**config.mk**
```make
export PLATFORM = sky130hd
export DESIGN_NAME = dual_issue_rf
export DESIGN_NICKNAME = d
export VERILOG_FILES = /design/src/hdl/rf_pkg.sv /design/src/hdl/isa_pkg.sv /design/src/hdl/dual_issue_rf.sv /design/src/hdl/exec_writeback.sv /design/src/hdl/issue_decode.sv /design/src/hdl/regfile_3r2w.sv /design/src/hdl/clear_sequencer.sv /design/src/hdl/clear_counter.sv
export VERILOG_INCLUDE_DIRS = /design/src /design/src/hdl
export SDC_FILE = /design/constraint.sdc
export NUM_CORES = 1
export LEC_CHECK = 0
export CORE_UTILIZATION = 55
export DETAILED_ROUTE_END_ITERATION = 16
export DONT_BUFFER_PORTS = 1
export GPL_TIMING_DRIVEN = 0
export PLACE_DENSITY = 0.71
export SETUP_SLACK_MARGIN = 0.15
export SLEW_MARGIN = 0
export SYNTH_ARGS = -nofsm -noshare
export SYNTH_HDL_FRONTEND = slang
export SYNTH_SLANG_ARGS = --single-unit
```
**constraint.sdc**
```tcl
create_clock -name clock -period 7 [get_ports clock]
set_input_delay 0.7 -clock clock [delete_from_list [all_inputs] [get_ports clock]]
set_output_delay 0.7 -clock clock [all_outputs]
set_load 0.01 [all_outputs]
```
**src/hdl/rf_macros.svh**
```systemverilog
`ifndef RF_MACROS_SVH
`define RF_MACROS_SVH

// ========================================
// register file geometry.
// ========================================

// number of architectural registers.
`define RF_DEPTH 8

// register width in bits.
`define RF_WIDTH 16

// independent byte lanes for writes.
`define RF_LANES 2
`define RF_LANE_W 8

// enough bits to index RF_DEPTH entries.
`define RF_ADDR_W 3

`endif
```
**src/hdl/rf_pkg.sv**
```systemverilog
`include "rf_macros.svh"

package rf_pkg;

    // clear sequencer states.
    typedef enum logic [1:0] {
        s_clear = 2'd0,
        s_run   = 2'd1
    } clr_state_e;

    // one write enable per byte lane.
    typedef logic [`RF_LANES-1:0] lane_mask_t;

endpackage

```
**src/hdl/isa_pkg.sv**
```systemverilog
`include "rf_macros.svh"

package isa_pkg;

    // 4-bit opcode shared by both instruction formats.
    typedef enum logic [3:0] {
        nop    = 4'd0,
        add    = 4'd1,
        sub    = 4'd2,
        and_op = 4'd3,
        xor_op = 4'd4,
        addi   = 4'd5,
        setlo  = 4'd6,
        sethi  = 4'd7
    } opcode_e;

    typedef logic [5:0] imm_t;

    // register-register format.
    typedef struct packed {
        opcode_e              op;
        logic [`RF_ADDR_W-1:0] rd;
        logic [`RF_ADDR_W-1:0] rs1;
        logic [`RF_ADDR_W-1:0] rs2;
        logic [2:0]           pad;
    } inst_rr_s;

    // register-immediate format.
    typedef struct packed {
        opcode_e              op;
        logic [`RF_ADDR_W-1:0] rd;
        logic [`RF_ADDR_W-1:0] rs1;
        imm_t                 imm;
    } inst_ri_s;

    // one 16-bit word, seen through either format.
    typedef union packed {
        inst_rr_s rr;
        inst_ri_s ri;
    } inst_u;

endpackage

```
**src/hdl/dual_issue_rf.sv**
```systemverilog
`timescale 1ns/1ps
`include "rf_macros.svh"

module dual_issue_rf (
    input  logic                 clock,
    input  logic                 arst_n,
    input  isa_pkg::inst_u       inst_0,
    input  isa_pkg::inst_u       inst_1,
    input  logic                 inst_valid,
    input  logic                 flush,
    output logic                 ready,
    output logic [`RF_WIDTH-1:0] result_0,
    output logic [`RF_WIDTH-1:0] result_1,
    output logic                 result_valid_0,
    output logic                 result_valid_1
);

    logic [`RF_ADDR_W-1:0] rd_addr_0;
    logic [`RF_ADDR_W-1:0] rd_addr_1;
    logic [`RF_ADDR_W-1:0] rd_addr_2;
    logic                  rd_enable_0;
    logic                  rd_enable_1;
    logic                  rd_enable_2;
    logic [`RF_WIDTH-1:0]  rd_dout_0;
    logic [`RF_WIDTH-1:0]  rd_dout_1;
    logic [`RF_WIDTH-1:0]  rd_dout_2;
    logic [`RF_ADDR_W-1:0] wr_addr_0;
    logic [`RF_ADDR_W-1:0] wr_addr_1;
    rf_pkg::lane_mask_t    wr_enable_0;
    rf_pkg::lane_mask_t    wr_enable_1;
    logic [`RF_WIDTH-1:0]  wr_din_0;
    logic [`RF_WIDTH-1:0]  wr_din_1;
    isa_pkg::opcode_e      ex_op_0;
    isa_pkg::opcode_e      ex_op_1;
    logic [`RF_ADDR_W-1:0] ex_rd_0;
    logic [`RF_ADDR_W-1:0] ex_rd_1;
    isa_pkg::imm_t         ex_imm_0;
    isa_pkg::imm_t         ex_imm_1;
    logic                  ex_valid_0;
    logic                  ex_valid_1;
    logic                  clearing;
    logic                  start;
    logic                  last_pair;
    logic [`RF_ADDR_W-1:0] clear_addr;

    issue_decode u_decode (
        .clock(clock), .arst_n(arst_n), .inst_0(inst_0), .inst_1(inst_1),
        .inst_valid(inst_valid), .ready(ready),
        .rd_addr_0(rd_addr_0), .rd_addr_1(rd_addr_1), .rd_addr_2(rd_addr_2),
        .rd_enable_0(rd_enable_0), .rd_enable_1(rd_enable_1), .rd_enable_2(rd_enable_2),
        .ex_op_0(ex_op_0), .ex_op_1(ex_op_1), .ex_rd_0(ex_rd_0), .ex_rd_1(ex_rd_1),
        .ex_imm_0(ex_imm_0), .ex_imm_1(ex_imm_1),
        .ex_valid_0(ex_valid_0), .ex_valid_1(ex_valid_1)
    );

    regfile_3r2w u_regfile (
        .clock(clock),
        .rd_addr_0(rd_addr_0), .rd_enable_0(rd_enable_0), .rd_dout_0(rd_dout_0),
        .rd_addr_1(rd_addr_1), .rd_enable_1(rd_enable_1), .rd_dout_1(rd_dout_1),
        .rd_addr_2(rd_addr_2), .rd_enable_2(rd_enable_2), .rd_dout_2(rd_dout_2),
        .wr_addr_0(wr_addr_0), .wr_enable_0(wr_enable_0), .wr_din_0(wr_din_0),
        .wr_addr_1(wr_addr_1), .wr_enable_1(wr_enable_1), .wr_din_1(wr_din_1)
    );

    exec_writeback u_exec (
        .clock(clock), .arst_n(arst_n),
        .ex_op_0(ex_op_0), .ex_op_1(ex_op_1), .ex_rd_0(ex_rd_0), .ex_rd_1(ex_rd_1),
        .ex_imm_0(ex_imm_0), .ex_imm_1(ex_imm_1),
        .ex_valid_0(ex_valid_0), .ex_valid_1(ex_valid_1),
        .rd_dout_0(rd_dout_0), .rd_dout_1(rd_dout_1), .rd_dout_2(rd_dout_2),
        .clearing(clearing), .clear_addr(clear_addr),
        .wr_addr_0(wr_addr_0), .wr_addr_1(wr_addr_1),
        .wr_enable_0(wr_enable_0), .wr_enable_1(wr_enable_1),
        .wr_din_0(wr_din_0), .wr_din_1(wr_din_1),
        .result_0(result_0), .result_1(result_1),
        .result_valid_0(result_valid_0), .result_valid_1(result_valid_1)
    );

    // the counter advances on every clearing cycle.
    clear_counter u_counter (
        .clock(clock), .arst_n(arst_n), .start(start), .step(clearing),
        .clear_addr(clear_addr), .last_pair(last_pair)
    );

    clear_sequencer u_sequencer (
        .clock(clock), .arst_n(arst_n), .flush(flush), .last_pair(last_pair),
        .clearing(clearing), .ready(ready), .start(start)
    );

endmodule

```
**src/hdl/exec_writeback.sv**
```systemverilog
`timescale 1ns/1ps
`include "rf_macros.svh"

module exec_writeback (
    input  logic                  clock,
    input  logic                  arst_n,
    input  isa_pkg::opcode_e      ex_op_0,
    input  isa_pkg::opcode_e      ex_op_1,
    input  logic [`RF_ADDR_W-1:0] ex_rd_0,
    input  logic [`RF_ADDR_W-1:0] ex_rd_1,
    input  isa_pkg::imm_t         ex_imm_0,
    input  isa_pkg::imm_t         ex_imm_1,
    input  logic                  ex_valid_0,
    input  logic                  ex_valid_1,
    input  logic [`RF_WIDTH-1:0]  rd_dout_0,
    input  logic [`RF_WIDTH-1:0]  rd_dout_1,
    input  logic [`RF_WIDTH-1:0]  rd_dout_2,
    input  logic                  clearing,
    input  logic [`RF_ADDR_W-1:0] clear_addr,
    output logic [`RF_ADDR_W-1:0] wr_addr_0,
    output logic [`RF_ADDR_W-1:0] wr_addr_1,
    output rf_pkg::lane_mask_t    wr_enable_0,
    output rf_pkg::lane_mask_t    wr_enable_1,
    output logic [`RF_WIDTH-1:0]  wr_din_0,
    output logic [`RF_WIDTH-1:0]  wr_din_1,
    output logic [`RF_WIDTH-1:0]  result_0,
    output logic [`RF_WIDTH-1:0]  result_1,
    output logic                  result_valid_0,
    output logic                  result_valid_1
);

    localparam int W     = `RF_WIDTH;
    localparam int LW    = `RF_LANE_W;
    localparam int IMM_W = $bits(isa_pkg::imm_t);

    // setlo and sethi leave the other lane at zero.
    function automatic logic [W-1:0] alu(input isa_pkg::opcode_e op, input logic [W-1:0] a,
                                         input logic [W-1:0] b, input isa_pkg::imm_t imm);
        logic [W-1:0]  sext;
        logic [LW-1:0] zext;
        sext = {{(W-IMM_W){imm[IMM_W-1]}}, imm};
        zext = {{(LW-IMM_W){1'b0}}, imm};
        case (op)
            isa_pkg::add:    return a + b;
            isa_pkg::sub:    return a - b;
            isa_pkg::and_op: return a & b;
            isa_pkg::xor_op: return a ^ b;
            isa_pkg::addi:   return a + sext;
            isa_pkg::setlo:  return {{(W-LW){1'b0}}, zext};
            isa_pkg::sethi:  return {zext, {(W-LW){1'b0}}};
            default:         return '0;
        endcase
    endfunction

    function automatic rf_pkg::lane_mask_t lanes(input isa_pkg::opcode_e op);
        rf_pkg::lane_mask_t mask;
        mask = '1;
        case (op)
            isa_pkg::nop:   mask = '0;
            isa_pkg::setlo: mask = rf_pkg::lane_mask_t'(1);
            isa_pkg::sethi: mask = rf_pkg::lane_mask_t'(2);
            default:        mask = '1;
        endcase
        return mask;
    endfunction

    logic [W-1:0]       alu_0;
    logic [W-1:0]       alu_1;
    rf_pkg::lane_mask_t mask_0;
    rf_pkg::lane_mask_t mask_1;

    assign alu_0  = alu(ex_op_0, rd_dout_0, rd_dout_1, ex_imm_0);
    assign alu_1  = alu(ex_op_1, rd_dout_2, '0, ex_imm_1);
    assign mask_0 = ex_valid_0 ? lanes(ex_op_0) : '0;
    assign mask_1 = ex_valid_1 ? lanes(ex_op_1) : '0;

    // clearing zeroes a pair of entries per cycle on both ports.
    always_comb begin
        if (clearing) begin
            wr_addr_0   = clear_addr;
            wr_addr_1   = clear_addr + `RF_ADDR_W'(1);
            wr_enable_0 = '1;
            wr_enable_1 = '1;
            wr_din_0    = '0;
            wr_din_1    = '0;
        end else begin
            wr_addr_0   = ex_rd_0;
            wr_addr_1   = ex_rd_1;
            wr_enable_0 = mask_0;
            wr_enable_1 = mask_1;
            wr_din_0    = alu_0;
            wr_din_1    = alu_1;
        end
    end

    assign result_0       = alu_0;
    assign result_1       = alu_1;
    assign result_valid_0 = ex_valid_0 && (ex_op_0 != isa_pkg::nop) && !clearing;
    assign result_valid_1 = ex_valid_1 && (ex_op_1 != isa_pkg::nop) && !clearing;

    // every clear pass starts from entry zero.
    a_clear_from_zero: assert property (
        @(posedge clock) disable iff (!arst_n) (clearing && !$past(clearing)) |-> (clear_addr == '0)
    ) else $error("clear pass did not start at zero");

endmodule

```
**src/hdl/issue_decode.sv**
```systemverilog
`timescale 1ns/1ps
`include "rf_macros.svh"

module issue_decode (
    input  logic                  clock,
    input  logic                  arst_n,
    input  isa_pkg::inst_u        inst_0,
    input  isa_pkg::inst_u        inst_1,
    input  logic                  inst_valid,
    input  logic                  ready,
    output logic [`RF_ADDR_W-1:0] rd_addr_0,
    output logic [`RF_ADDR_W-1:0] rd_addr_1,
    output logic [`RF_ADDR_W-1:0] rd_addr_2,
    output logic                  rd_enable_0,
    output logic                  rd_enable_1,
    output logic                  rd_enable_2,
    output isa_pkg::opcode_e      ex_op_0,
    output isa_pkg::opcode_e      ex_op_1,
    output logic [`RF_ADDR_W-1:0] ex_rd_0,
    output logic [`RF_ADDR_W-1:0] ex_rd_1,
    output isa_pkg::imm_t         ex_imm_0,
    output isa_pkg::imm_t         ex_imm_1,
    output logic                  ex_valid_0,
    output logic                  ex_valid_1
);

    function automatic logic is_rr_op(input isa_pkg::opcode_e op);
        return op inside {isa_pkg::add, isa_pkg::sub, isa_pkg::and_op, isa_pkg::xor_op};
    endfunction

    logic             accept;
    logic             slot0_rr;
    isa_pkg::opcode_e op_0;
    isa_pkg::opcode_e op_1;

    // pairs offered while not ready are dropped.
    assign accept   = inst_valid && ready;
    assign op_0     = inst_0.rr.op;
    assign op_1     = inst_1.ri.op;
    assign slot0_rr = is_rr_op(op_0);

    // slot 0 on ports 0 and 1, slot 1 on port 2.
    // rd and rs1 sit at the same bits in both formats.
    assign rd_addr_0   = inst_0.ri.rs1;
    assign rd_addr_1   = inst_0.rr.rs2;
    assign rd_addr_2   = inst_1.ri.rs1;
    assign rd_enable_0 = accept && (slot0_rr || (op_0 == isa_pkg::addi));
    assign rd_enable_1 = accept && slot0_rr;
    assign rd_enable_2 = accept && (op_1 == isa_pkg::addi);

    always_ff @(posedge clock or negedge arst_n) begin
        if (!arst_n) begin
            ex_valid_0 <= 1'b0;
            ex_valid_1 <= 1'b0;
            ex_op_0    <= isa_pkg::nop;
            ex_op_1    <= isa_pkg::nop;
        end else begin
            ex_valid_0 <= accept;
            ex_valid_1 <= accept;
            if (accept) begin
                ex_op_0 <= op_0;
                ex_op_1 <= op_1;
            end
        end
    end

    always_ff @(posedge clock) begin
        if (accept) begin
            ex_rd_0  <= inst_0.ri.rd;
            ex_rd_1  <= inst_1.ri.rd;
            ex_imm_0 <= slot0_rr ? '0 : inst_0.ri.imm;
            ex_imm_1 <= inst_1.ri.imm;
        end
    end

    // slot 1 has a single read port, so only the ri format fits.
    a_slot1_ri_only: assert property (
        @(posedge clock) disable iff (!arst_n) ex_valid_1 |-> !is_rr_op(ex_op_1)
    ) else $error("rr opcode issued in slot 1");

endmodule

```
**src/hdl/regfile_3r2w.sv**
```systemverilog
`timescale 1ns/1ps
`include "rf_macros.svh"

module regfile_3r2w (
    input  logic                   clock,

    input  logic [`RF_ADDR_W-1:0]  rd_addr_0,
    input  logic                   rd_enable_0,
    output logic [`RF_WIDTH-1:0]   rd_dout_0,

    input  logic [`RF_ADDR_W-1:0]  rd_addr_1,
    input  logic                   rd_enable_1,
    output logic [`RF_WIDTH-1:0]   rd_dout_1,

    input  logic [`RF_ADDR_W-1:0]  rd_addr_2,
    input  logic                   rd_enable_2,
    output logic [`RF_WIDTH-1:0]   rd_dout_2,

    input  logic [`RF_ADDR_W-1:0]  wr_addr_0,
    input  rf_pkg::lane_mask_t     wr_enable_0,
    input  logic [`RF_WIDTH-1:0]   wr_din_0,

    input  logic [`RF_ADDR_W-1:0]  wr_addr_1,
    input  rf_pkg::lane_mask_t     wr_enable_1,
    input  logic [`RF_WIDTH-1:0]   wr_din_1
);

    localparam int LW = `RF_LANE_W;

    logic [`RF_WIDTH-1:0] mem [`RF_DEPTH];

    // ========================================
    // write ports.
    // ========================================

    // port 1 is applied last so it wins on a shared address and lane.
    always_ff @(posedge clock) begin
        for (int l = 0; l < `RF_LANES; l++) begin
            if (wr_enable_0[l]) begin
                mem[wr_addr_0][l*LW +: LW] <= wr_din_0[l*LW +: LW];
            end
            if (wr_enable_1[l]) begin
                mem[wr_addr_1][l*LW +: LW] <= wr_din_1[l*LW +: LW];
            end
        end
    end

    // ========================================
    // read ports with forwarding.
    // ========================================

    // stored word patched lane by lane with writes landing on this edge.
    function automatic logic [`RF_WIDTH-1:0] fwd_word(input logic [`RF_ADDR_W-1:0] addr);
        logic [`RF_WIDTH-1:0] word;
        word = mem[addr];
        for (int l = 0; l < `RF_LANES; l++) begin
            if (wr_enable_1[l] && (wr_addr_1 == addr)) begin
                word[l*LW +: LW] = wr_din_1[l*LW +: LW];
            end else if (wr_enable_0[l] && (wr_addr_0 == addr)) begin
                word[l*LW +: LW] = wr_din_0[l*LW +: LW];
            end
        end
        return word;
    endfunction

    // a disabled port keeps its last value.
    always_ff @(posedge clock) begin
        if (rd_enable_0) begin
            rd_dout_0 <= fwd_word(rd_addr_0);
        end
        if (rd_enable_1) begin
            rd_dout_1 <= fwd_word(rd_addr_1);
        end
        if (rd_enable_2) begin
            rd_dout_2 <= fwd_word(rd_addr_2);
        end
    end

    // enables come from the execute stage and the clear sequencer.
    a_wr_enable_known: assert property (
        @(posedge clock) !$isunknown({wr_enable_0, wr_enable_1})
    ) else $error("write enable unknown");

endmodule

```
**src/hdl/clear_sequencer.sv**
```systemverilog
`timescale 1ns/1ps

module clear_sequencer (
    input  logic clock,
    input  logic arst_n,
    input  logic flush,
    input  logic last_pair,
    output logic clearing,
    output logic ready,
    output logic start
);

    rf_pkg::clr_state_e state;
    rf_pkg::clr_state_e state_nxt;

    // ========================================
    // state machine.
    // ========================================

    always_comb begin
        state_nxt = state;
        case (state)
            rf_pkg::s_clear: begin
                if (last_pair) begin
                    state_nxt = rf_pkg::s_run;
                end
            end
            rf_pkg::s_run: begin
                if (flush) begin
                    state_nxt = rf_pkg::s_clear;
                end
            end
            default: begin
                state_nxt = rf_pkg::s_clear;
            end
        endcase
    end

    always_ff @(posedge clock or negedge arst_n) begin
        if (!arst_n) begin
            state <= rf_pkg::s_clear;
        end else begin
            state <= state_nxt;
        end
    end

    // counter restarts on the edge that re-enters clearing.
    assign start    = flush && (state == rf_pkg::s_run);
    assign clearing = (state == rf_pkg::s_clear);
    assign ready    = (state == rf_pkg::s_run);

    a_ready_not_clearing: assert property (
        @(posedge clock) disable iff (!arst_n) !(ready && clearing)
    ) else $error("ready and clearing both high");

endmodule

```
**src/hdl/clear_counter.sv**
```systemverilog
`timescale 1ns/1ps
`include "rf_macros.svh"

module clear_counter (
    input  logic                  clock,
    input  logic                  arst_n,
    input  logic                  start,
    input  logic                  step,
    output logic [`RF_ADDR_W-1:0] clear_addr,
    output logic                  last_pair
);

    // two entries are zeroed per step.
    localparam logic [`RF_ADDR_W-1:0] STRIDE = `RF_ADDR_W'(2);
    localparam logic [`RF_ADDR_W-1:0] TOP    = `RF_ADDR_W'(`RF_DEPTH - 2);

    always_ff @(posedge clock or negedge arst_n) begin
        if (!arst_n) begin
            clear_addr <= '0;
        end else if (start) begin
            clear_addr <= '0;
        end else if (step) begin
            // wraps back to zero after the top pair.
            clear_addr <= clear_addr + STRIDE;
        end
    end

    assign last_pair = (clear_addr == TOP);

endmodule

```
# After elaboration in Yosys (flattened, before gate mapping)
# Memory sizes are Yosys's and may differ from the RTL's. A register that Yosys moved wholly into a read port is not among the register bits.
# Index checks and enable logic that the tools add are counted.
[op_classes] n_bitwise=2 muxes=25 n_eq_ne=23 reduce_logical=20 addsub=6
[op_table] cell="$pmux 16 s7" count=1
[op_table] cell="$pmux 16 s4" count=1
[op_table] cell="$add 16x16->16" count=3
[op_table] cell="$eq 4x3->1 const B" count=11
[op_table] cell="$mux 16" count=2
[op_table] cell="$eq 4x2->1 const B" count=5
[op_table] cell="$and 16x16->16" count=1
[op_table] cell="$sub 16x16->16" count=1
[op_table] cell="$xor 16x16->16" count=1
[op_table] cell="$eq 4x1->1 const B" count=3
[op_table] cell="$mux 2" count=6
[op_table] cell="$mux 3" count=4
[op_table] cell="$pmux 2 s3" count=2
[op_table] cell="$reduce_bool 4->1" count=3
[op_table] cell="$logic_and 1x1->1" count=9
[op_table] cell="$logic_not 4->1" count=2
[op_table] cell="$mux 1" count=8
[op_table] cell="$ne 2x2->1 const B" count=2
[op_table] cell="$pmux 2 s2" count=1
[op_table] cell="$add 3x1->3 const B" count=1
[op_table] cell="$add 3x2->3 const B" count=1
[op_table] cell="$eq 3x3->1 const B" count=1
[op_table] cell="$reduce_or 3->1" count=1
[op_table] cell="$eq 2x1->1 const B" count=1
[op_table] cell="5 further kinds" count=5
[totals] elab_cells=86 mem_bits_rw=128 n_memories=1 regBits=32
[memory_table] memory="u_regfile.mem" words=8 width=16 read_ports=3 rd_clocked_by_memory_dff=3 wr=2 line_no="regfile_3r2w.sv:30" text="logic [`RF_WIDTH-1:0] mem [`RF_DEPTH];"

# Logic depth before layout (Yosys ltp)
# Gate-level depths: netlist of the first run.
[depth] word_depth=6 mapped_depth=19 ltp_nobuf=18

# Modules after synthesis
# A second synthesis of the first run with hierarchy kept.
[hier_totals] cells_unflattened=1344 hier_area_um2=16627.2
[by_module_without_submodules] mod="regfile_3r2w" area_each_um2=11906.4 instances=1 seq_area_each_um2=5285.1 cells_each=745
[by_module_without_submodules] mod="exec_writeback" area_each_um2=3510.9 instances=1 seq_area_each_um2=0.0 cells_each=516
[by_module_without_submodules] mod="issue_decode" area_each_um2=1062.3 instances=1 seq_area_each_um2=765.7 cells_each=69
[by_module_without_submodules] mod="clear_counter" area_each_um2=100.1 instances=1 seq_area_each_um2=50.0 cells_each=9
[by_module_without_submodules] mod="clear_sequencer" area_each_um2=47.5 instances=1 seq_area_each_um2=25.0 cells_each=5

# Worst setup path before layout of the first run
# No wires, ideal clock.
[synth_path] kind="register to register" from="register u_sequencer.state[0]" to="register u_regfile.rd_dout_1[0], read port of u_regfile.mem (enable)" arrival_ps=5324 n_path_buf=3 path_stages_with_launch=7 t_required_ps=6586 path_slack_ps=1262 setup_time_ps=414 cell_sequence="dfrtp_1 clkbuf_1 buf_2 clkbuf_1 nand2_1 a2111oi_0 a21boi_0"
[synth_between] elab_chain_len=3
[synth_lines] element="from (decl)" line_no="clear_sequencer.sv:13" text="rf_pkg::clr_state_e state;"
[synth_lines] element="from (signal assigned)" line_no="clear_sequencer.sv:41" text="state <= rf_pkg::s_clear;"
[synth_lines] element="from (signal assigned)" line_no="clear_sequencer.sv:43" text="state <= state_nxt;"
[synth_lines] element="$eq 2x1->1" line_no="clear_sequencer.sv:50" text="assign ready = (state == rf_pkg::s_run);"
[synth_lines] element="$logic_and 1x1->1" line_no="issue_decode.sv:37" text="assign accept = inst_valid && ready;"
[synth_lines] element="$logic_and 1x1->1" line_no="issue_decode.sv:48" text="assign rd_enable_1 = accept && slot0_rr;"
[synth_lines] element="net rd_enable_1" line_no="dual_issue_rf.sv:22" text="logic rd_enable_1;"
[synth_lines] element="to (decl)" line_no="regfile_3r2w.sv:13" text="output logic [`RF_WIDTH-1:0] rd_dout_1,"
# The timed path passes the listed nets, and every way through them passes these cells.
# A chain may end at the register's enable or synchronous reset.

# Final worst setup path of the first run
[layout_path] from="register u_decode.ex_op_0[2]" to="output port result_0[9]"
[layout_between] elab_chain_len=2 elab_cells_between_ends=8 cone_classes="7 x eq/ne; 1 x mux"
[layout_lines] element="from (decl)" line_no="issue_decode.sv:17" text="output isa_pkg::opcode_e ex_op_0,"
[layout_lines] element="from (signal assigned)" line_no="issue_decode.sv:55" text="ex_op_0 <= isa_pkg::nop;"
[layout_lines] element="from (signal assigned)" line_no="issue_decode.sv:61" text="ex_op_0 <= op_0;"
[layout_lines] element="$eq 4x3->1 (tied with other cells)" line_no="exec_writeback.sv:43" text="case (op)"
[layout_lines] element="$pmux 16 s7 *" line_no="exec_writeback.sv:43"
[layout_lines] element="to (decl)" line_no="dual_issue_rf.sv:12" text="output logic [`RF_WIDTH-1:0] result_0,"
# Mark *: on every way between the ends. The rest lies on a longest branch, timed or not.

==> results of run 1 <==
## area by class of cell
cell class,count,area (um^2)
plain buffers,115,500.5
fillers,2272,10440
inverters,24,90.09
flip-flops and latches,206,6126
repair buffers,13,100.1
clock inverters,15,172.7
clock buffers,28,615.6
multi-input cells,1069,8746
well taps,372,465.4
## kinds of logic (layout without fill, tap and decap cells)
family,Yosys count,after routing
buffers and inverters,139,195
multiplexers,229,229
AO/OA/AOI/OAI,360,360
adder cells (fa/ha/maj),52,52
XOR/XNOR,36,36
flip-flops,206,206
AND/OR/NAND/NOR,392,392
## worst reg2reg max path: cells and delay by family (launching register included)
| family | cells | cell delay [ps] |
|---|---|---|
| xor gates and xnor gates | 1 | 70 |
| AOI/OAI and AO/OA | 5 | 2000 |
| buffers and inverters | 2 | 540 |
| adders and majority gates | 1 | 360 |
| muxes | 2 | 720 |
| DFF | 1 | 370 |
| and+or+nand+nor | 4 | 1300 |
## state kept, by name, indices dropped and copies added, names as in the netlist
signal / cells
u_regfile.rd_dout_2: 16
u_decode.ex_rd_0: 3
u_decode.ex_op_0: 4
u_regfile.rd_dout_0: 16
u_decode.ex_valid_0: 1
u_decode.ex_rd_1: 3
u_decode.ex_op_1: 4
u_regfile.rd_dout_1: 16
u_sequencer.state: 1
u_decode.ex_imm_0: 6
u_decode.ex_imm_1: 6
u_counter.clear_addr: 2
u_regfile.mem: 128
## through the flow
stage | cells | util [%] | hold WS [ps]
5_1_grt | 1842 | 61.71 | 258.0
6_report | 1842 | 61.71 | 266.0
2_1_floorplan | 1414 | - | 404.4
4_1_cts | 1842 | 61.68 | 258.1
3_5_place_dp | 1798 | 58.75 | 404.7
3_3_place_gp | 1786 | 58.38 | 404.6
## routing by layer
metal	global-route usage [%]	vias to the layer above	routed length, um	part of all wire (%)
met1	48.82	6383	19510	37
met3	8.046	183	6321	12
met5	0	-	0	0
li1	-	5623	-	-
met2	59.44	937	24530	47
met4	15.04	0	2304	4.4
## cell usage in the layout (no fill, tap or decap), types with 5 or more instances in the layout
cell / count
and2_1: 12
buf_1: 13
o211ai_1: 12
a22oi_1: 8
and3_1: 12
dfrtp_1: 12
a221oi_1: 5
o221ai_1: 8
inv_1: 24
a21oi_1: 42
or3_1: 9
clkbuf_16: 24
ha_1: 50
nor2_1: 48
buf_2: 10
a211oi_1: 9
a221o_1: 12
xnor2_1: 21
o21ai_0: 129
nor2b_1: 16
o22ai_1: 28
nand2_1: 162
a21o_1: 13
nor3b_1: 5
mux4_2: 96
clkbuf_1: 84
o21a_1: 8
o21ai_1: 28
edfxtp_1: 194
mux2i_1: 98
xor2_1: 15
nand2b_1: 14
mux2_2: 35
buf_4: 21
nor3_1: 21
o31ai_1: 5
nand3_1: 68
a222oi_1: 12
## how the worst max path moves through the flow
| stage | endpoint | slack (ps) | depth (start not counted) |
|---|---|---|---|
| after floorplan | u_regfile.rd_dout_1[0] | 1260 | 6 |
| after global placement | u_regfile.rd_dout_1[2] | -1690 | 6 |
| after detailed placement | result_0[9] | 1420 | 14 |
| after CTS | result_0[9] | 860 | 14 |
| after global routing | result_0[9] | 680 | 14 |
| final | result_0[9] | 810 | 14 |
## power by group through the flow
stage / logic, mW / clock network, mW / registers [mW]
2_1_floorplan: 2.52 / 0 / 2.09
3_3_place_gp: 3.59 / 0 / 2.18
3_5_place_dp: 3.69 / 0 / 2.20
4_1_cts: 3.71 / 1.27 / 2.18
5_1_grt: 4.03 / 1.31 / 2.23
6_report: 3.84 / 1.28 / 2.20
## what timing repair did
item	CTS	global route
hold buffers	1	0
resized for setup	0	0
hold endpoints to repair	12	0
==> flow_summary_export.csv, run 1 <==
group,metric,value,unit
status,status,"finished, final reports clean",
logic_synthesis,synth.cell_area,0.01544,mm^2
sta,timing.final.crit_share,88.41,%
sta,setup_viol,0,
clock_network,numCtsBuffers,24,
floorplanning,die_x,169.6,um
logic_synthesis,synth-edff-count,194,
route,vias,13130,
floorplanning,ios,71,
logic_synthesis,synth-seq-cells,206,
logic_synthesis,synth_top_cell_by_area,"edfxtp_1",
pwr,intPower,3.997,mW
logic_synthesis,yosysMostFrequentCell,"edfxtp_1",
critical_path,cp_cell_sequence,"buf_6 > or4b_4 > nand2b_1 > clkbuf_1 > o21ai_0 > a221o_1 > ha_1 > a2111oi_0 > o21ai_0 > a31o_2 > a21o_1 > xnor2_1 > o221ai_1 > clkbuf_1",
logic_synthesis,synth-simple-area-share,12.12,%
critical_path,cp_top_family,"compound AO/OA/AOI/OAI gates",
logic_synthesis,synth_common_cells,"edfxtp_1 (194), nand2_1 (162), o21ai_0 (142)",
floorplanning,fp-row-count,60,
critical_path,path_max_fanout,10,
route,drtAntennaViolNets,0,
clock_network,cts_setup_buffers,0,
logic_synthesis,synth.distinct_cells,72,
critical_path,r2r_end,"u_regfile.rd_dout_2[7]",
grt,antenna_found_initial,0,
sta,fin_skew,27.47,ps
grt,grt_pass1_wl,77230,um
pwr,leakage,6.046,nW
finish,nets,1541,
sta,post-route-min-period,6189,ps
critical_path,reg2reg_from,"u_decode.ex_op_0[2]",
hold_path,hp-class,"primary input to flip-flop",
critical_path,reg2reg_depth,15,
logic_synthesis,synthAdderAreaFrac,4.310,%
route,avgViaCountPerCell,7.126,
floorplanning,die_y,169.6,um
logic_synthesis,avgSynthCellArea,10.92,um^2
sta,hold_viol,0,
critical_path,startpoint,"u_decode.ex_op_0[2]",
sta,final_max_slew_viol_count,0,
route,route.detailed.drc,0,
pwr,p_per_area,434.8,mW/mm^2
logic_synthesis,ys_warn_count,0,
pwr,seq_power_share,30.1,%
logic_synthesis,synthesis.nets,1502,
logic_synthesis,synthXorXnorAreaFrac,2.041,%
finish,fin_area,0.01682,mm^2
sta,rsz0062_at_grt,"false",
logic_synthesis,synth_ff_type,"edfxtp_1",
clock_network,clk_latency,540,ps
grt,overflow,0,
pwr,swShare,45.32,%
sta,setup-tns-final,0,ps
pwr,clkPwrFrac,17.4,%
floorplanning,coreArea,0.02725,mm^2
logic_synthesis,synth_area_leaders,"edfxtp_1 (38%), mux4_2 (14%), mux2i_1 (6.4%)",
critical_path,worst-r2r-setup-slack,1410,ps
hold_path,min_path_cells,0,
clock_network,path_clk_slew,60,ps
finish,n_antenna_cell,0,
hold_path,hold-path-endpoint,"u_decode.ex_rd_1[0]",
sta,fmax,161.6,MHz
grt,grt_max_degree,20,
clock_network,cts.sinks,206,
logic_synthesis,seq_area_frac_synth,39.66,%
logic_synthesis,muxShareOfSynthArea,22.90,%
placed_design,place_hpwl,39610,um
grt,grt_use_total,36.98,%
logic_synthesis,syn_inst,1414,
route,routed_wl,52660,um
critical_path,critPathKind,"flip-flop to output port",
sta,timing.final.ws_setup,811.1,ps
hold_path,hp-start,"inst_1[9]",
route,wl_per_cell,28.59,um
clock_network,cts_max_level,1,
logic_synthesis,synth_top_family_by_area,"multiplexers",
pwr,ir_drop,232.6,uV
clock_network,clock_path_buffers,3,
critical_path,required,6300,ps
sta,relSlewSlack,3.712,%
pwr,p_switching,3.314,mW
sta,worst_pin_slew,1429,ps
logic_synthesis,synth_compound_area_share,15.14,%
clock_network,root_buffer,"clkbuf_16",
route,drtPass1Iterations,6,
floorplanning,start_util,56.68,%
critical_path,start_kind,"flip-flop",
critical_path,crit_path_end_kind,"output port",
clock_network,cts_tree,"built",
job,maxCapViolCount,0,
pwr,comb_power_share,52.5,%
finish,area_delta_synth_final,8.879,%
finish,drive_above_1_share,15.31,%
placed_design,place.gp.congestion,0.9566,
logic_synthesis,synth_top_area_share,37.72,%
critical_path,arrival,5490,ps
route,drtIter0Drc,1968,
logic_synthesis,async_flop_share,5.825,%
placed_design,dpl_cell_area,0.01601,mm^2
placed_design,pre_cts_ws,1425,ps
floorplanning,dieArea,0.02876,mm^2
critical_path,cp.buffers_inverters,3,
critical_path,slowest_delay,570,ps
pwr,power.total,7.311,mW
grt,grt_pass1_vias,12280,
critical_path,slowest_stage,"clkbuf_1",
placed_design,io_buffers,0,
No activity file was read; power rests on OpenSTA's default activity.
==> inputs of run 2 (changes only) <==
clock period = 6.4 ns   (was 7 ns; I/O delays follow)
==> flow_summary_export.csv, run 2 (synthesized netlist as in run 1, its figures left out) <==
group,metric,value,unit
status,status,"complete, but fails checks",
status,violations,"capacitance limit",
critical_path,slowest_stage,"o221ai_1",
clock_network,root_buffer,"clkbuf_16",
route,drtIter0Drc,1964,
route,routed_wl,52680,um
finish,layout_commonest_cell,"edfxtp_1",
finish,drive_above_1_share,15.37,%
critical_path,start_kind,"flip-flop",
critical_path,reg2reg_from,"u_decode.ex_op_0[2]",
route,wl_met3,6423,um
floorplanning,coreArea,0.02725,mm^2
finish,final_cell_mix,"edfxtp_1 (194), nand2_1 (162), o21ai_0 (129), mux2i_1 (98), mux4_2 (96)",
route,route.detailed.drc,0,
sta,final_max_slew_viol_count,0,
grt,grt_use_total,36.98,%
clock_network,clk_latency,540,ps
sta,hold_ws,205.3,ps
floorplanning,dieArea,0.02876,mm^2
route,drtPass1Iterations,6,
sta,worst_pin_slew,1457,ps
grt,overflow,0,
finish,largest_register_ff_count,128,
critical_path,r2r_end,"u_regfile.rd_dout_2[7]",
critical_path,crit_path_end_kind,"output port",
pwr,ir_drop,254.5,uV
clock_network,clock_path_buffers,3,
floorplanning,die_x,169.6,um
route,vias,13110,
critical_path,reg2reg_depth,15,
pwr,p_per_area,475.7,mW/mm^2
sta,post-route-min-period,5981,ps
clock_network,cts_setup_buffers,0,
route,wl_met1,19440,um
grt,antenna_found_initial,0,
sta,fin_skew,27.17,ps
sta,rsz0062_at_grt,"false",
floorplanning,start_util,56.68,%
route,avgViaCountPerCell,7.115,
pwr,leakage,6.049,nW
sta,setup_viol,0,
critical_path,crit_top_cell,"o21ai_0",
critical_path,path_max_fanout,10,
sta,hold_viol,0,
critical_path,cp_cell_sequence,"buf_6 > or4b_4 > nand2b_1 > clkbuf_1 > o21ai_0 > a221o_1 > ha_1 > a2111oi_0 > o21ai_0 > a31o_2 > a21o_1 > xnor2_1 > o221ai_1 > clkbuf_2",
finish,regMostFlops,"u_regfile.mem",
critical_path,startpoint,"u_decode.ex_op_0[2]",
placed_design,place.gp.congestion,0.9566,
grt,grt_max_degree,20,
grt,grt_pass1_vias,12280,
placed_design,io_buffers,0,
critical_path,arrival,5340,ps
floorplanning,fp-row-count,60,
clock_network,path_clk_slew,60,ps
finish,n_antenna_cell,0,
route,dr_wl_met2,24480,um
clock_network,cts_tree,"built",
finish,nets,1541,
sta,fmax,167.2,MHz
floorplanning,die_y,169.6,um
clock_network,cts_max_level,1,
sta,relSlewSlack,1.835,%
route,dr.max_layer_used,"met4",
route,drtAntennaViolNets,0,
placed_design,place_hpwl,39610,um
grt,grt_pass1_wl,77230,um
finish,fin_util,61.71,%
hold_path,hp-class,"primary input to flip-flop",
clock_network,cts.sinks,206,
sta,timing.final.crit_share,93.46,%
critical_path,worstSetupEndpoint,"result_0[9]",
critical_path,slowest_delay,560,ps
job,maxCapViolCount,1,
critical_path,critPathKind,"flip-flop to output port",
finish,area_delta_synth_final,8.887,%
critical_path,required,5760,ps
route,wl_per_cell,28.60,um
clock_network,numCtsBuffers,24,
floorplanning,ios,71,
critical_path,worst-r2r-setup-slack,830,ps
run 2: cell count changes in the layout (fill, tap and decap cells not counted):
cell,before,now
clkbuf_1,84,83
clkbuf_2,0,1
run 2: repair_timing:
item | 4_1_cts | 5_1_grt
hold buffers | 1 | 0
resized for setup | 0 | 2
endpoints found under the setup margin | 0 | 1
endpoints found under the hold margin | 12 | 0
run 2: how the worst min path moves through the flow:
stage | slack, ps | endpoint | cells past startpoint | from
after global placement | 340 | u_decode.ex_op_1[1] | 0 | arst_n
after detailed placement | 340 | u_decode.ex_op_1[1] | 0 | arst_n
after floorplan | 340 | u_counter.clear_addr[1] | 0 | arst_n
after CTS | 200 | u_decode.ex_rd_1[0] | 0 | inst_1[9]
after global routing | 200 | u_decode.ex_rd_1[0] | 0 | inst_1[9]
final | 210 | u_decode.ex_rd_1[0] | 0 | inst_1[9]
run 2: stage by stage:
step                      instances  worst slack [ps]  power (mW)  setup TNS (ps)  area [um^2]
after floorplan                1414             662.5       5.039               0        15440
after global placement         1786             -2294       6.305          -43620        15910
after detailed placement       1798             884.8       6.443               0        16010
after CTS                      1842             321.6       7.834               0        16810
after global routing           1842             292.4       8.285               0        16820
final                          1842             418.6       8.000               0        16820
run 2: where the power goes:
part	total [mW]	internal, mW	leakage [nW]	switching [mW]
registers	2.40	2.11	1.97	0.296
clock network	1.39	0.813	0.373	0.581
logic	4.20	1.45	3.70	2.75
run 2: routing by layer:
metal	vias up	global-route usage (%)
li1	5620	-
met1	6376	48.82
met2	923	59.44
met3	186	8.046
met4	0	15.04
met5	-	0
run 2: cell type report:
class	count	area, um^2
inverter	24	90.09
clock inverter	15	172.7
clock buffer	28	615.6
multi-input combinational	1069	8746
fill	2271	10430
timing repair buffer	13	100.1
sequential	206	6126
tap	372	465.4
buffer	115	501.7
run 2: critical path, delay by kind of cell, from the launching register on:
family,cells,cell delay (ps)
fa+ha+maj,1,360
xor+xnor,1,140
buf+inv,3,950
compound gates,7,2220
simple gates,2,770
flops,1,370
==> inputs of run 3 (changes only) <==
ABC_AREA = 1   (was unset)
PLACE_DENSITY = 0.69   (was 0.71)
clock period = 7.8 ns   (was 6.4 ns; I/O delays follow)
==> flow_summary_export.csv, run 3 <==
group,metric,value,unit
clock_network,root_buffer,"clkbuf_16",
clock_network,cts_setup_buffers,0,
sta,rsz0062_at_grt,"false",
finish,num-fill-cells,2594,
pwr,leakage,6.704,nW
hold_path,hold-path-endpoint,"u_decode.ex_rd_0[2]",
logic_synthesis,synth-simple-area-share,23.72,%
logic_synthesis,yosysMostFrequentCell,"nand2_1",
sta,fin_skew,30.73,ps
job,maxCapViolCount,0,
logic_synthesis,synth_common_cells,"nand2_1 (490), o21ai_0 (446), edfxtp_1 (194)",
critical_path,slowest_delay,1060,ps
critical_path,cp.buffers_inverters,2,
sta,final_max_slew_viol_count,0,
logic_synthesis,synthAdderAreaFrac,4.205,%
logic_synthesis,synth-edff-count,194,
route,avgViaCountPerCell,6.599,
floorplanning,coreArea,0.02809,mm^2
clock_network,cts.sinks,206,
route,wl_per_cell,26.22,um
finish,fin_cells,2661,
critical_path,crit_path_end_kind,"output port",
placed_design,placed_cells,2616,
clock_network,clk_latency,560,ps
critical_path,reg2reg_from,"u_decode.ex_op_0[2]",
pwr,power.total,6.856,mW
sta,worst_pin_slew,1374,ps
finish,final_cell_mix,"nand2_1 (490), o21ai_0 (435), edfxtp_1 (194), a21oi_1 (184), inv_1 (167)",
route,drtAntennaViolNets,0,
hold_path,hp-class,"primary input to flip-flop",
critical_path,crit_top_cell,"nand2_1",
critical_path,slowest_stage,"o21ai_0",
clock_network,numCtsBuffers,24,
clock_network,cts_max_level,1,
route,vias,17560,
critical_path,r2r_end,"u_regfile.rd_dout_0[7]",
critical_path,reg2reg_depth,19,
logic_synthesis,synthesis.nets,2317,
logic_synthesis,synth.cell_area,0.01583,mm^2
clock_network,cts_tree,"built",
logic_synthesis,synth-seq-cells,206,
critical_path,cp_cell_sequence,"ha_1 > nand2_1 > inv_1 > a21oi_1 > nand2_1 > nand3_1 > nand4_1 > nand2_1 > nand2_1 > o21ai_0 > clkbuf_1",
sta,timing.final.crit_share,63.32,%
pwr,p_per_area,397.8,mW/mm^2
clock_network,clock_path_buffers,3,
finish,layout_commonest_cell,"nand2_1",
grt,grt_pass1_wl,99480,um
logic_synthesis,synth_compound_area_share,24.64,%
logic_synthesis,avgSynthCellArea,7.102,um^2
floorplanning,dieArea,0.02947,mm^2
logic_synthesis,synthXorXnorAreaFrac,0.6086,%
finish,nets,2353,
finish,drive_above_1_share,6.220,%
logic_synthesis,synth_top_area_share,36.80,%
clock_network,path_clk_slew,60,ps
grt,grt_max_degree,29,
floorplanning,fp-row-count,61,
finish,largest_register_ff_count,128,
critical_path,critPathKind,"flip-flop to output port",
logic_synthesis,synth_ff_type,"edfxtp_1",
floorplanning,start_util,56.37,%
critical_path,path_max_fanout,13,
sta,relSlewSlack,7.435,%
grt,antenna_found_initial,0,
critical_path,cp_top_family,"compound AO/OA/AOI/OAI gates",
logic_synthesis,synth.distinct_cells,50,
finish,n_antenna_cell,0,
floorplanning,ios,71,
pwr,ir_drop,357.5,uV
critical_path,arrival,4160,ps
status,status,"finished, final reports clean",
logic_synthesis,synth_area_leaders,"edfxtp_1 (37%), o21ai_0 (14%), nand2_1 (12%)",
finish,regMostFlops,"u_regfile.mem",
hold_path,min_path_cells,0,
route,route.detailed.drc,0,
sta,fmax,202.5,MHz
finish,multiInputGateArea,0.008431,mm^2
grt,grt_use_total,47.02,%
hold_path,hp-start,"inst_0[11]",
logic_synthesis,ys_warn_count,0,
placed_design,place.gp.congestion,1.036,
finish,register_area,0.006126,mm^2
critical_path,worst-r2r-setup-slack,3280,ps
logic_synthesis,seq_area_frac_synth,38.69,%
critical_path,required,7020,ps
route,routed_wl,69780,um
sta,setup-tns-final,0,ps
route,drtIter0Drc,2918,
sta,post-route-min-period,4939,ps
grt,overflow,0,
grt,grt_pass1_vias,15830,
logic_synthesis,muxShareOfSynthArea,0,%
logic_synthesis,synth_top_cell_by_area,"edfxtp_1",
finish,area_delta_synth_final,8.868,%
logic_synthesis,synth_top_family_by_area,"compound AO/OA/AOI/OAI gates",
route,drtPass1Iterations,9,
critical_path,start_kind,"flip-flop",
placed_design,dpl_cell_area,0.01638,mm^2
finish,fin_area,0.01724,mm^2
sta,setup_viol,0,
logic_synthesis,syn_inst,2229,
floorplanning,die_y,171.7,um
logic_synthesis,async_flop_share,5.825,%
floorplanning,die_x,171.7,um
sta,hold_viol,0,
placed_design,place_hpwl,53460,um
placed_design,io_buffers,0,
==> run 3: changes by cell type after synthesis, sizes merged, moves of 141 or more <==
| cell | delta |
|---|---|
| inv | +161 |
| nor2 | +141 |
| nand2 | +332 |
| o21ai | +332 |
| a21oi | +142 |
==> run 3: logic make-up after synthesis <==
kind of cell / Yosys count
compound gates: 744
buf+inv: 327
simple gates: 889
flops: 206
fa+ha+maj: 52
xor+xnor: 11
==> run 3: worst register-to-register path: cells and delay by family, from the launching register on <==
kind / cells / cell delay [ps]
compound gates: 3 / 510
fa+ha+maj: 1 / 310
flops: 1 / 400
buf+inv: 3 / 1050
simple gates: 12 / 1970
==> run 3: through the flow <==
stage	worst slack, ps	util, %	hold slack [ps]
final	2861	61.36	342.3
after global routing	2723	61.36	338.5
after CTS	3014	61.36	339.4
after detailed placement	3436	58.33	484.8
after global placement	2963	58.05	484.8
after floorplan	4151	-	471.8
==> run 3: final cells by class <==
class	count	share of cell area, %
flip-flops and latches	206	35.54
clock buffers	27	3.673
clock inverters	17	1.205
inverters	193	4.203
repair buffers	10	0.4501
well taps	378	2.744
plain buffers	134	3.267
multi-input cells	1696	48.91
==> run 3: layer usage <==
metal  track usage (%)  up-vias  wire, um
met1             59.95     7981     25340
met2             71.24     1516     29600
met3             14.84      292     10530
met5                 0        -         0
met4             24.61        0      4311
li1                  -     7772         -
==> run 3: power breakdown <==
part           leakage, nW  total (mW)  switching, mW  internal (mW)
clock                0.399        1.23          0.509          0.722
sequential            2.00        2.06          0.268           1.79
combinational         4.31        3.56           2.70          0.865
==> run 3: timing repair <==
action	4_1_cts	5_1_grt
hold buffers	1	0
setup endpoints to repair	0	0
hold endpoints to repair	12	0
resized for setup	0	0
==> run 3: how the worst max path moves through the flow <==
stage                                     from                     end  slack (ps)  depth (start not counted)
after detailed placement   u_decode.ex_op_0[1]  u_regfile.rd_dout_0[7]        3440                         20
after floorplan           u_sequencer.state[0]  u_regfile.rd_dout_2[0]        4150                          6
after global placement    u_sequencer.state[0]  u_regfile.rd_dout_2[1]        2960                          6
after global routing      u_decode.ex_imm_1[5]            result_1[15]        2720                         11
after CTS                 u_decode.ex_imm_1[5]            result_1[15]        3010                         11
final                     u_decode.ex_imm_1[5]            result_1[15]        2860                         11
